### src/verilog/rv_pkg.sv
////////////////////////////////////////////////////////////
// rv_pkg: shared RV32I slice types, opcodes and stage payloads
////////////////////////////////////////////////////////////

package rv_pkg;

    localparam int XLEN = 32;

    // major opcodes
    localparam logic [6:0] OP_LUI    = 7'b0110111;
    localparam logic [6:0] OP_AUIPC  = 7'b0010111;
    localparam logic [6:0] OP_JAL    = 7'b1101111;
    localparam logic [6:0] OP_JALR   = 7'b1100111;
    localparam logic [6:0] OP_BRANCH = 7'b1100011;
    localparam logic [6:0] OP_STORE  = 7'b0100011;
    localparam logic [6:0] OP_ALU_I  = 7'b0010011;
    localparam logic [6:0] OP_ALU    = 7'b0110011;

    // alu funct3, shared by register and immediate forms
    localparam logic [2:0] F3_ADD_SUB = 3'b000;
    localparam logic [2:0] F3_SLL     = 3'b001;
    localparam logic [2:0] F3_SLT     = 3'b010;
    localparam logic [2:0] F3_SLTU    = 3'b011;
    localparam logic [2:0] F3_XOR     = 3'b100;
    localparam logic [2:0] F3_SRL_SRA = 3'b101;
    localparam logic [2:0] F3_OR      = 3'b110;
    localparam logic [2:0] F3_AND     = 3'b111;

    // branch funct3
    localparam logic [2:0] F3_BEQ  = 3'b000;
    localparam logic [2:0] F3_BNE  = 3'b001;
    localparam logic [2:0] F3_BLT  = 3'b100;
    localparam logic [2:0] F3_BGE  = 3'b101;
    localparam logic [2:0] F3_BLTU = 3'b110;
    localparam logic [2:0] F3_BGEU = 3'b111;
    localparam logic [2:0] F3_JALR = 3'b000;
    // free branch code, marks an unconditional jump
    localparam logic [2:0] F3_JUMP = 3'b010;

    localparam logic [6:0] F7_NORMAL  = 7'b0000000;
    localparam logic [6:0] F7_SUB_SRA = 7'b0100000;

    typedef struct packed {
        logic [6:0] funct7;
        logic [4:0] rs2;
        logic [4:0] rs1;
        logic [2:0] funct3;
        logic [4:0] rd;
        logic [6:0] opcode;
    } rtype_t;

    typedef struct packed {
        logic [11:0] imm;
        logic [4:0]  rs1;
        logic [2:0]  funct3;
        logic [4:0]  rd;
        logic [6:0]  opcode;
    } itype_t;

    typedef struct packed {
        logic [6:0] imm_hi;
        logic [4:0] rs2;
        logic [4:0] rs1;
        logic [2:0] funct3;
        logic [4:0] imm_lo;
        logic [6:0] opcode;
    } stype_t;

    typedef struct packed {
        logic       imm_12;
        logic [5:0] imm_10_5;
        logic [4:0] rs2;
        logic [4:0] rs1;
        logic [2:0] funct3;
        logic [3:0] imm_4_1;
        logic       imm_11;
        logic [6:0] opcode;
    } btype_t;

    typedef struct packed {
        logic [19:0] imm_31_12;
        logic [4:0]  rd;
        logic [6:0]  opcode;
    } utype_t;

    typedef struct packed {
        logic       imm_20;
        logic [9:0] imm_10_1;
        logic       imm_11;
        logic [7:0] imm_19_12;
        logic [4:0] rd;
        logic [6:0] opcode;
    } jtype_t;

    // one instruction word, read through whichever format applies
    typedef union packed {
        rtype_t rtype;
        itype_t itype;
        stype_t stype;
        btype_t btype;
        utype_t utype;
        jtype_t jtype;
    } instr_t;

    typedef enum logic [3:0] {
        ALU_ADD, ALU_SUB, ALU_SLL, ALU_SLT, ALU_SLTU,
        ALU_XOR, ALU_SRL, ALU_SRA, ALU_OR, ALU_AND
    } alu_op_t;

    typedef enum logic {
        UNIT_ALU,
        UNIT_BRANCH
    } unit_t;

    // standard mcause codes
    typedef enum logic [3:0] {
        INSTR_ADDR_MISALIGNED = 4'd0,
        ILLEGAL_INSTR         = 4'd2
    } exc_cause_t;

    typedef struct packed {
        logic [XLEN-1:0] pc;
        instr_t          inst;
    } fetch_t;

    typedef struct packed {
        logic [XLEN-1:0] pc;
        logic [4:0]      rs1;
        logic [4:0]      rs2;
        logic [4:0]      rd;
        logic [XLEN-1:0] imm;
        alu_op_t         alu_op;
        logic [2:0]      funct3;
        unit_t           unit;
        logic            use_imm;
        logic            use_pc;
        logic            is_jalr;
        logic            reg_we;
        logic            illegal;
    } decoded_t;

    typedef struct packed {
        logic [XLEN-1:0] pc;
        logic [4:0]      rd;
        logic            reg_we;
        logic [XLEN-1:0] value;
        logic [XLEN-1:0] next_pc;
        logic            exc_valid;
        exc_cause_t      exc_cause;
    } result_t;

endpackage

### src/verilog/rv_immediate.sv
////////////////////////////////////////////////////////////
// rv_immediate: sign-extended immediate per instruction format
////////////////////////////////////////////////////////////
`timescale 1ns/1ps

module rv_immediate (
    input  rv_pkg::instr_t          inst_i,
    output logic [rv_pkg::XLEN-1:0] imm_o
);

    always_comb begin
        case (inst_i.rtype.opcode)
            rv_pkg::OP_ALU_I, rv_pkg::OP_JALR: begin
                imm_o = {{20{inst_i.itype.imm[11]}}, inst_i.itype.imm};
            end
            rv_pkg::OP_STORE: begin
                imm_o = {{20{inst_i.stype.imm_hi[6]}}, inst_i.stype.imm_hi,
                         inst_i.stype.imm_lo};
            end
            rv_pkg::OP_BRANCH: begin
                imm_o = {{20{inst_i.btype.imm_12}}, inst_i.btype.imm_11,
                         inst_i.btype.imm_10_5, inst_i.btype.imm_4_1, 1'b0};
            end
            rv_pkg::OP_LUI, rv_pkg::OP_AUIPC: begin
                imm_o = {inst_i.utype.imm_31_12, 12'b0};
            end
            rv_pkg::OP_JAL: begin
                imm_o = {{12{inst_i.jtype.imm_20}}, inst_i.jtype.imm_19_12,
                         inst_i.jtype.imm_11, inst_i.jtype.imm_10_1, 1'b0};
            end
            // r-type and unsupported opcodes
            default: imm_o = '0;
        endcase
    end

endmodule

### src/verilog/rv_decoder.sv
////////////////////////////////////////////////////////////
// rv_decoder: RV32I integer word to control entry, flags illegal
////////////////////////////////////////////////////////////
`timescale 1ns/1ps

module rv_decoder (
    input  rv_pkg::fetch_t   fetch_i,
    output rv_pkg::decoded_t decoded_o
);

    logic [rv_pkg::XLEN-1:0] imm;

    rv_immediate i_rv_immediate (
        .inst_i(fetch_i.inst),
        .imm_o (imm)
    );

    // alu op for funct3 when funct7 is the normal encoding
    function automatic rv_pkg::alu_op_t base_op(input logic [2:0] f3);
        case (f3)
            rv_pkg::F3_SLL:     return rv_pkg::ALU_SLL;
            rv_pkg::F3_SLT:     return rv_pkg::ALU_SLT;
            rv_pkg::F3_SLTU:    return rv_pkg::ALU_SLTU;
            rv_pkg::F3_XOR:     return rv_pkg::ALU_XOR;
            rv_pkg::F3_SRL_SRA: return rv_pkg::ALU_SRL;
            rv_pkg::F3_OR:      return rv_pkg::ALU_OR;
            rv_pkg::F3_AND:     return rv_pkg::ALU_AND;
            default:            return rv_pkg::ALU_ADD;
        endcase
    endfunction

    always_comb begin
        decoded_o.pc     = fetch_i.pc;
        decoded_o.rs1    = fetch_i.inst.rtype.rs1;
        decoded_o.rs2    = fetch_i.inst.rtype.rs2;
        decoded_o.rd     = fetch_i.inst.rtype.rd;
        decoded_o.imm    = imm;
        decoded_o.funct3 = fetch_i.inst.rtype.funct3;
        // all enables off until the opcode says otherwise
        decoded_o.alu_op  = rv_pkg::ALU_ADD;
        decoded_o.unit    = rv_pkg::UNIT_ALU;
        decoded_o.use_imm = 1'b0;
        decoded_o.use_pc  = 1'b0;
        decoded_o.is_jalr = 1'b0;
        decoded_o.reg_we  = 1'b0;
        decoded_o.illegal = 1'b0;

        case (fetch_i.inst.rtype.opcode)
            rv_pkg::OP_LUI: begin
                // x0 | imm
                decoded_o.rs1     = '0;
                decoded_o.rs2     = '0;
                decoded_o.use_imm = 1'b1;
                decoded_o.alu_op  = rv_pkg::ALU_OR;
                decoded_o.reg_we  = 1'b1;
            end
            rv_pkg::OP_AUIPC: begin
                decoded_o.rs1     = '0;
                decoded_o.rs2     = '0;
                decoded_o.use_imm = 1'b1;
                decoded_o.use_pc  = 1'b1;
                decoded_o.reg_we  = 1'b1;
            end
            rv_pkg::OP_JAL: begin
                decoded_o.rs1     = '0;
                decoded_o.rs2     = '0;
                decoded_o.use_imm = 1'b1;
                decoded_o.use_pc  = 1'b1;
                decoded_o.unit    = rv_pkg::UNIT_BRANCH;
                decoded_o.funct3  = rv_pkg::F3_JUMP;
                decoded_o.reg_we  = 1'b1;
            end
            rv_pkg::OP_JALR: begin
                decoded_o.rs2     = '0;
                decoded_o.use_imm = 1'b1;
                decoded_o.is_jalr = 1'b1;
                decoded_o.unit    = rv_pkg::UNIT_BRANCH;
                decoded_o.funct3  = rv_pkg::F3_JUMP;
                decoded_o.reg_we  = 1'b1;
                decoded_o.illegal = fetch_i.inst.itype.funct3 != rv_pkg::F3_JALR;
            end
            rv_pkg::OP_BRANCH: begin
                decoded_o.use_imm = 1'b1;
                decoded_o.use_pc  = 1'b1;
                decoded_o.unit    = rv_pkg::UNIT_BRANCH;
                // 010 and 011 are not branches
                decoded_o.illegal = fetch_i.inst.btype.funct3[2:1] == 2'b01;
            end
            rv_pkg::OP_ALU_I: begin
                decoded_o.rs2     = '0;
                decoded_o.use_imm = 1'b1;
                decoded_o.reg_we  = 1'b1;
                decoded_o.alu_op  = base_op(fetch_i.inst.itype.funct3);
                case (fetch_i.inst.itype.funct3)
                    rv_pkg::F3_SLL: begin
                        decoded_o.illegal = fetch_i.inst.rtype.funct7 != rv_pkg::F7_NORMAL;
                    end
                    rv_pkg::F3_SRL_SRA: begin
                        case (fetch_i.inst.rtype.funct7)
                            rv_pkg::F7_SUB_SRA: decoded_o.alu_op = rv_pkg::ALU_SRA;
                            rv_pkg::F7_NORMAL:  decoded_o.alu_op = rv_pkg::ALU_SRL;
                            default:            decoded_o.illegal = 1'b1;
                        endcase
                    end
                    default: ;
                endcase
            end
            rv_pkg::OP_ALU: begin
                decoded_o.reg_we = 1'b1;
                decoded_o.alu_op = base_op(fetch_i.inst.rtype.funct3);
                if (fetch_i.inst.rtype.funct7 == rv_pkg::F7_SUB_SRA) begin
                    // only add and srl have an alternate form
                    case (fetch_i.inst.rtype.funct3)
                        rv_pkg::F3_ADD_SUB: decoded_o.alu_op = rv_pkg::ALU_SUB;
                        rv_pkg::F3_SRL_SRA: decoded_o.alu_op = rv_pkg::ALU_SRA;
                        default:            decoded_o.illegal = 1'b1;
                    endcase
                end else if (fetch_i.inst.rtype.funct7 != rv_pkg::F7_NORMAL) begin
                    decoded_o.illegal = 1'b1;
                end
            end
            // loads, stores, fence, system, w ops
            default: decoded_o.illegal = 1'b1;
        endcase

        // illegal words and x0 targets never write; rd only names real writes
        if (decoded_o.illegal || decoded_o.rd == '0) begin
            decoded_o.reg_we = 1'b0;
        end
        if (!decoded_o.reg_we) begin
            decoded_o.rd = '0;
        end
    end

endmodule

### src/verilog/rv_regfile.sv
////////////////////////////////////////////////////////////
// rv_regfile: 32 x XLEN registers with pending-write scoreboard
////////////////////////////////////////////////////////////
`timescale 1ns/1ps

module rv_regfile (
    input  logic                    clk_i,
    input  logic                    rst_n_i,
    input  logic [4:0]              rs1_i,
    input  logic [4:0]              rs2_i,
    output logic [rv_pkg::XLEN-1:0] rs1_data_o,
    output logic [rv_pkg::XLEN-1:0] rs2_data_o,
    output logic                    hazard_o,
    input  logic                    claim_i,
    input  logic [4:0]              claim_rd_i,
    input  logic                    wr_en_i,
    input  logic [4:0]              wr_rd_i,
    input  logic [rv_pkg::XLEN-1:0] wr_data_i
);

    logic [rv_pkg::XLEN-1:0] regs_q [32];
    logic [31:0]             pending_q;

    assign rs1_data_o = (rs1_i == '0) ? '0 : regs_q[rs1_i];
    assign rs2_data_o = (rs2_i == '0) ? '0 : regs_q[rs2_i];

    // claim_rd_i is the incoming rd, so a second writer of a pending reg waits too
    assign hazard_o = pending_q[rs1_i] | pending_q[rs2_i] | pending_q[claim_rd_i];

    always_ff @(posedge clk_i or negedge rst_n_i) begin
        if (!rst_n_i) begin
            pending_q <= '0;
            for (int i = 0; i < 32; i++) begin
                regs_q[i] <= '0;
            end
        end else begin
            if (wr_en_i) begin
                regs_q[wr_rd_i] <= wr_data_i;
            end
            // wr_rd_i is zero outside a retirement
            pending_q <= (pending_q & ~(32'b1 << wr_rd_i)) | ({31'b0, claim_i} << claim_rd_i);
        end
    end

    claim_not_x0: assert property (@(posedge clk_i) disable iff (!rst_n_i)
        claim_i |-> claim_rd_i != '0);

endmodule

### src/verilog/rv_execute.sv
////////////////////////////////////////////////////////////
// rv_execute: execute register, ALU, branch compare, next pc
////////////////////////////////////////////////////////////
`timescale 1ns/1ps

module rv_execute (
    input  logic                    clk_i,
    input  logic                    rst_n_i,
    input  logic                    in_valid_i,
    output logic                    in_ready_o,
    input  rv_pkg::decoded_t        decoded_i,
    input  logic [rv_pkg::XLEN-1:0] rs1_data_i,
    input  logic [rv_pkg::XLEN-1:0] rs2_data_i,
    input  logic                    hazard_i,
    output logic                    claim_o,
    output logic [4:0]              claim_rd_o,
    output logic                    ex_valid_o,
    input  logic                    ex_ready_i,
    output rv_pkg::result_t         ex_result_o
);

    logic                    valid_q;
    rv_pkg::decoded_t        entry_q;
    logic [rv_pkg::XLEN-1:0] rs1_q;
    logic [rv_pkg::XLEN-1:0] rs2_q;
    logic                    accept;
    logic [rv_pkg::XLEN-1:0] op_a;
    logic [rv_pkg::XLEN-1:0] op_b;
    logic [rv_pkg::XLEN-1:0] alu_res;
    logic [rv_pkg::XLEN-1:0] pc_plus4;
    logic [rv_pkg::XLEN-1:0] target;
    logic                    cond;
    logic                    taken;
    logic                    misaligned;

    // free, or draining this cycle, and no pending source
    assign in_ready_o = (!valid_q || ex_ready_i) && !hazard_i;
    assign accept     = in_valid_i && in_ready_o;
    assign claim_o    = accept && decoded_i.reg_we;
    assign claim_rd_o = decoded_i.rd;

    always_ff @(posedge clk_i or negedge rst_n_i) begin
        if (!rst_n_i) begin
            valid_q <= 1'b0;
        end else if (accept) begin
            valid_q <= 1'b1;
        end else if (ex_ready_i) begin
            valid_q <= 1'b0;
        end
    end

    always_ff @(posedge clk_i) begin
        if (accept) begin
            entry_q <= decoded_i;
            rs1_q   <= rs1_data_i;
            rs2_q   <= rs2_data_i;
        end
    end

    assign op_a     = entry_q.use_pc ? entry_q.pc : rs1_q;
    assign op_b     = entry_q.use_imm ? entry_q.imm : rs2_q;
    assign pc_plus4 = entry_q.pc + 32'd4;
    // pc+imm or rs1+imm, jalr drops bit 0
    assign target   = (op_a + entry_q.imm) & {{(rv_pkg::XLEN-1){1'b1}}, !entry_q.is_jalr};

    always_comb begin
        case (entry_q.alu_op)
            rv_pkg::ALU_ADD:  alu_res = op_a + op_b;
            rv_pkg::ALU_SUB:  alu_res = op_a - op_b;
            rv_pkg::ALU_SLL:  alu_res = op_a << op_b[4:0];
            rv_pkg::ALU_SLT:  alu_res = {31'b0, $signed(op_a) < $signed(op_b)};
            rv_pkg::ALU_SLTU: alu_res = {31'b0, op_a < op_b};
            rv_pkg::ALU_XOR:  alu_res = op_a ^ op_b;
            rv_pkg::ALU_SRL:  alu_res = op_a >> op_b[4:0];
            rv_pkg::ALU_SRA:  alu_res = $signed(op_a) >>> op_b[4:0];
            rv_pkg::ALU_OR:   alu_res = op_a | op_b;
            default:          alu_res = op_a & op_b;
        endcase
    end

    always_comb begin
        case (entry_q.funct3)
            rv_pkg::F3_BEQ:  cond = rs1_q == rs2_q;
            rv_pkg::F3_BNE:  cond = rs1_q != rs2_q;
            rv_pkg::F3_BLT:  cond = $signed(rs1_q) < $signed(rs2_q);
            rv_pkg::F3_BGE:  cond = $signed(rs1_q) >= $signed(rs2_q);
            rv_pkg::F3_BLTU: cond = rs1_q < rs2_q;
            rv_pkg::F3_JUMP: cond = 1'b1;
            default:         cond = rs1_q >= rs2_q;
        endcase
    end

    assign taken      = entry_q.unit == rv_pkg::UNIT_BRANCH && cond;
    assign misaligned = taken && target[1];

    always_comb begin
        ex_result_o.pc        = entry_q.pc;
        ex_result_o.rd        = entry_q.rd;
        ex_result_o.reg_we    = entry_q.reg_we && !misaligned;
        ex_result_o.value     = (entry_q.unit == rv_pkg::UNIT_BRANCH) ? pc_plus4 : alu_res;
        ex_result_o.exc_valid = entry_q.illegal || misaligned;
        ex_result_o.exc_cause = entry_q.illegal ? rv_pkg::ILLEGAL_INSTR
                                                : rv_pkg::INSTR_ADDR_MISALIGNED;
        ex_result_o.next_pc   = (taken && !ex_result_o.exc_valid) ? target : pc_plus4;
    end

    assign ex_valid_o = valid_q;

    ex_hold_stable: assert property (@(posedge clk_i) disable iff (!rst_n_i)
        ex_valid_o && !ex_ready_i |=> ex_valid_o && $stable(ex_result_o));

endmodule

### src/verilog/rv_result.sv
////////////////////////////////////////////////////////////
// rv_result: retire register, output stream and writeback
////////////////////////////////////////////////////////////
`timescale 1ns/1ps

module rv_result (
    input  logic                    clk_i,
    input  logic                    rst_n_i,
    input  logic                    ex_valid_i,
    output logic                    ex_ready_o,
    input  rv_pkg::result_t         ex_result_i,
    output logic                    res_valid_o,
    input  logic                    res_ready_i,
    output rv_pkg::result_t         res_o,
    output logic                    wr_en_o,
    output logic [4:0]              wr_rd_o,
    output logic [rv_pkg::XLEN-1:0] wr_data_o
);

    logic            valid_q;
    rv_pkg::result_t res_q;
    logic            xfer;

    assign ex_ready_o = !valid_q || res_ready_i;
    assign xfer       = valid_q && res_ready_i;

    always_ff @(posedge clk_i or negedge rst_n_i) begin
        if (!rst_n_i) begin
            valid_q <= 1'b0;
        end else if (ex_valid_i && ex_ready_o) begin
            valid_q <= 1'b1;
        end else if (res_ready_i) begin
            valid_q <= 1'b0;
        end
    end

    always_ff @(posedge clk_i) begin
        if (ex_valid_i && ex_ready_o) begin
            res_q <= ex_result_i;
        end
    end

    assign res_valid_o = valid_q;
    assign res_o       = res_q;

    // rd also clears the pending bit when an exception blocked the write
    assign wr_en_o   = xfer && res_q.reg_we;
    assign wr_rd_o   = xfer ? res_q.rd : '0;
    assign wr_data_o = res_q.value;

    no_x0_write: assert property (@(posedge clk_i) disable iff (!rst_n_i)
        wr_en_o |-> wr_rd_o != '0);

endmodule

### src/verilog/rv_int_slice.sv
////////////////////////////////////////////////////////////
// rv_int_slice: RV32I integer slice, decode, execute, retire
////////////////////////////////////////////////////////////
`timescale 1ns/1ps

module rv_int_slice (
    input  logic            clk_i,
    input  logic            rst_n_i,
    input  logic            in_valid_i,
    output logic            in_ready_o,
    input  rv_pkg::fetch_t  fetch_i,
    output logic            res_valid_o,
    input  logic            res_ready_i,
    output rv_pkg::result_t res_o
);

    rv_pkg::decoded_t        decoded;
    logic [rv_pkg::XLEN-1:0] rs1_data;
    logic [rv_pkg::XLEN-1:0] rs2_data;
    logic                    hazard;
    logic                    claim;
    logic [4:0]              claim_rd;
    logic                    ex_valid;
    logic                    ex_ready;
    rv_pkg::result_t         ex_result;
    logic                    wr_en;
    logic [4:0]              wr_rd;
    logic [rv_pkg::XLEN-1:0] wr_data;

    rv_decoder i_rv_decoder (
        .fetch_i  (fetch_i),
        .decoded_o(decoded)
    );

    rv_regfile i_rv_regfile (
        .clk_i     (clk_i),
        .rst_n_i   (rst_n_i),
        .rs1_i     (decoded.rs1),
        .rs2_i     (decoded.rs2),
        .rs1_data_o(rs1_data),
        .rs2_data_o(rs2_data),
        .hazard_o  (hazard),
        .claim_i   (claim),
        .claim_rd_i(claim_rd),
        .wr_en_i   (wr_en),
        .wr_rd_i   (wr_rd),
        .wr_data_i (wr_data)
    );

    rv_execute i_rv_execute (
        .clk_i      (clk_i),
        .rst_n_i    (rst_n_i),
        .in_valid_i (in_valid_i),
        .in_ready_o (in_ready_o),
        .decoded_i  (decoded),
        .rs1_data_i (rs1_data),
        .rs2_data_i (rs2_data),
        .hazard_i   (hazard),
        .claim_o    (claim),
        .claim_rd_o (claim_rd),
        .ex_valid_o (ex_valid),
        .ex_ready_i (ex_ready),
        .ex_result_o(ex_result)
    );

    rv_result i_rv_result (
        .clk_i      (clk_i),
        .rst_n_i    (rst_n_i),
        .ex_valid_i (ex_valid),
        .ex_ready_o (ex_ready),
        .ex_result_i(ex_result),
        .res_valid_o(res_valid_o),
        .res_ready_i(res_ready_i),
        .res_o      (res_o),
        .wr_en_o    (wr_en),
        .wr_rd_o    (wr_rd),
        .wr_data_o  (wr_data)
    );

endmodule

### config.mk
export PLATFORM = sky130hd
export DESIGN_NAME = rv_int_slice
export DESIGN_NICKNAME = d
export VERILOG_FILES = /design/src/verilog/rv_pkg.sv /design/src/verilog/rv_immediate.sv /design/src/verilog/rv_decoder.sv /design/src/verilog/rv_regfile.sv /design/src/verilog/rv_execute.sv /design/src/verilog/rv_result.sv /design/src/verilog/rv_int_slice.sv
export SDC_FILE = /design/constraint.sdc
export NUM_CORES = 2
export LEC_CHECK = 0
export ABC_CLOCK_PERIOD_IN_PS = 10350
export BUFFER_PORTS_ARGS = -buffer_cell sky130_fd_sc_hd__buf_4
export CAP_MARGIN = 20
export CORE_ASPECT_RATIO = 1.2
export CORE_MARGIN = 2
export CORE_UTILIZATION = 38
export CTS_CLUSTER_DIAMETER = 50
export DETAILED_ROUTE_END_ITERATION = 7
export PLACE_DENSITY_LB_ADDON = 0.08
export SETUP_SLACK_MARGIN = 0.05
export SYNTH_ARGS = -nofsm -noshare
export SYNTH_HDL_FRONTEND = slang
export SYNTH_SLANG_ARGS = --single-unit
### constraint.sdc
create_clock -name clk_i -period 10.35 [get_ports clk_i]
set_input_delay 3.105 -clock clk_i [delete_from_list [all_inputs] [get_ports clk_i]]
set_output_delay 3.105 -clock clk_i [all_outputs]
set_load 0.1 [all_outputs]
==> impl_metrics.toml <==
[run_status]
status = "finished clean"

[cts]
ctsLongestPathBuffers = 3
cts_buffers = 167
clk_latency_ps = 840
clockRootBuffer = "clkbuf_16"
cts_tree = "done"
cts.sinks = 1308
clk_pin_slew_ps = 50
h-tree-depth = 4
cts-resized-gates = 0
postCtsHoldBufs = 0
post_cts_buffers = 0

[setup_path]
rr_startpoint = "i_rv_execute.entry_q[4]"
worstPathCellList = "buf_4 > and4b_1 > nand3_1 > nand3_4 > o211ai_1 > a221oi_1 > o211ai_2 > a21oi_2 > buf_4"
cp_data_required_time_ps = 7250
path_buf_inv = 2
slowest_delay_ps = 690
crit_path_frequent_cell = "buf_4"
slowest_stage = "nand3_4"
end_kind = "output port"
startpoint = "fetch_i[4]"
startpoint_type = "input port"
crit_type = "in2out"
cp_top_family = "simple AND/OR/NAND/NOR gates"
arrival_ps = 6430
path_max_fanout = 22

[detailed_routing]
vias = 67100
viasPerCell = 6.46
drt_wl_total_um = 354000
drt_iter0_markers = 6989
final_antenna_net_count = 0
drcViolationCount = 0
routedWlPerCell_um = 34.1
firstDrtPassIters = 8

[global_routing]
antenna_found_initial = 10
grt_max_degree = 144
grt_usage = 0.334
overflow = 0
grt_pass1_vias = 66200
grt_first_pass_wirelength_um = 502000

[power_and_ir_drop]
p_leak_nw = 36.7
peakVddDrop_uv = 131
cellPowerDensity_mw_per_mm2 = 177
power_mw = 15.4

[synthesis]
synth_edf_count = 250
synthArstFlopShare = 0.809
ys_ff_latch = 1308
synth_top_area_frac = 0.343
syn_inst = 7752
avgSynthCellArea_um2 = 9.97
yosys_warnings = 0
yosysMostFrequentCell = "nand2_1"
yosysTopAreaCell = "dfrtp_1"
synthTopCellsByCount = "nand2_1, mux2_2, dfrtp_1, clkbuf_1, a21oi_1"
synthTopCellsByArea = "dfrtp_1, mux2_2, edfxtp_1"
syn-cell-area_mm2 = 0.0773
yosysSeqAreaShare = 0.440
synth.distinct_cells = 97
ys.flop_type = "dfrtp_1"

[finish]
drive_gt1_frac = 0.248
final_cell_area_mm2 = 0.0871
area.growth.synth_to_final_pct = 12.7
fin_nets = 7812
fin_cells = 10400

[placement]
placed_cell_area_mm2 = 0.0813
numPlacedInstances = 10100
place_congestion = 0.976
io_buffers = 173
hpwlAfterDp_um = 213000

[floorplan]
rows = 181
coreArea_mm2 = 0.202
dieHeight_um = 498
die_w_um = 416
start_util = 0.382
die-area_mm2 = 0.207
io_pins = 177

[timing]
tns_ps = 0
final-hold-violation-count = 0
maxSlewViolCount = 0
slew_headroom = 0.216
setup_violations = 0
period_share = 0.922
hold_slack_ps = 419
fin_skew_ps = 47.5
min_period_ps = 9540
rsz0062_at_grt = "false"
tightest_slew_ps = 1180
fmaxAchievable_mhz = 105

[job]
cap_violations = 0

[worst_hold_path]
hold_start = "i_rv_execute.ex_result_o[73]"
hp-class = "reg2reg"
stage by stage:
| stage | utilization | setup slack [ps] |
|---|---|---|
| global route | 0.430 | 632 |
| detailed placement | 0.401 | 897 |
| global placement | 0.401 | 892 |
| CTS | 0.430 | 862 |
| floorplan | - | 1030 |
| finish | 0.430 | 811 |
flip-flops by register name, indices dropped and copies added (netlist names):
| signal | count |
|---|---|
| i_rv_execute.entry_q | 45 |
| i_rv_execute.ex_result_o | 37 |
| i_rv_execute.ex_valid_o | 1 |
| i_rv_execute.rs1_q | 32 |
| i_rv_execute.rs2_q | 32 |
| i_rv_regfile.pending_q | 32 |
| i_rv_regfile.regs_q | 1024 |
| i_rv_result.res_o | 72 |
| i_rv_result.res_valid_o | 1 |
| i_rv_result.wr_data_o | 32 |
metal layers:
layer / track usage / vias to the layer above / share of wire
met4: 0.206 / 6 / 0.070
met5: 0 / - / 0.00011
met3: 0.0548 / 1005 / 0.071
li1: - / 28500 / -
met1: 0.412 / 34100 / 0.39
met2: 0.546 / 3463 / 0.47
cell usage in the layout, fill, tap and decap left out, drive strengths merged, types with 20 or more instances in the layout:
| cell type | netlist | final |
|---|---|---|
| and3 | 62 | 62 |
| mux2i | 203 | 203 |
| inv | 158 | 176 |
| a221oi | 24 | 24 |
| nor4 | 72 | 72 |
| edfxtp | 250 | 250 |
| a21oi | 357 | 357 |
| o21ai | 291 | 291 |
| nand3 | 62 | 62 |
| or3 | 20 | 20 |
| nand4 | 29 | 29 |
| o211ai | 38 | 38 |
| o21a | 50 | 50 |
| a311oi | 70 | 70 |
| clkinv | 1 | 42 |
| nor2 | 210 | 210 |
| buf | 151 | 368 |
| a31oi | 355 | 355 |
| xor2 | 23 | 23 |
| nand2 | 1243 | 1243 |
| a21o | 46 | 46 |
| a211oi | 137 | 137 |
| o221ai | 276 | 276 |
| o22ai | 162 | 162 |
| dfrtp | 1058 | 1058 |
| nor3 | 223 | 223 |
| nor2b | 27 | 27 |
| ha | 161 | 161 |
| nand2b | 20 | 20 |
| xnor2 | 38 | 38 |
| clkbuf | 561 | 222 |
| mux2 | 1147 | 1147 |
logic make-up after synthesis:
logic type	synth area share
adders and majority gates	0.0268
xor gates and xnor gates	0.00691
AOI/OAI and AO/OA	0.169
and+or+nand+nor	0.114
DFF	0.440
other	0.0000485
buffers and inverters	0.0447
muxes	0.198
worst paths after layout:
path	cells past startpoint	slack, ps	endpoint
setup / recovery	9	810	in_ready_o
hold / removal	0	420	i_rv_result.res_o[73]
setup reg to reg	16	3710	i_rv_result.wr_data_o[0]
hold reg to reg	0	420	i_rv_result.res_o[73]
max in group asynchronous	3	6010	i_rv_regfile.regs_q[121]
min in group asynchronous	1	2250	i_rv_regfile.regs_q[840]
area by class of cell:
| class | instances | area [µm²] |
|---|---|---|
| tap | 2653 | 3320 |
| inverter | 159 | 604 |
| multi-input combinational | 5575 | 40300 |
| timing repair buffer | 369 | 3080 |
| clock inverter | 87 | 1160 |
| antenna | 8 | 20.0 |
| sequential | 1308 | 34000 |
| clock buffer | 221 | 4640 |
| fill | 19500 | 115000 |
power breakdown:
group          leakage (nW)  internal [mW]  switching (mW)
logic                  16.9          0.973            2.40
clock network          2.80           3.61            2.55
registers              17.0           5.60           0.279
total                  36.7           10.2            5.23
worst register-to-register path, stage by stage (launching register included):
cell	delay, ps
edfxtp_1	480
buf_4	400
buf_4	490
mux2i_4	300
buf_4	490
inv_2	210
fa_1	440
o21ba_2	240
o21ai_1	150
a31oi_1	220
o211ai_1	920
a211oi_2	350
o311ai_1	520
a31oi_1	320
nor3_1	340
o311a_1	400
a211oi_1	90
Note: power is estimated with default switching activity, not from simulation.
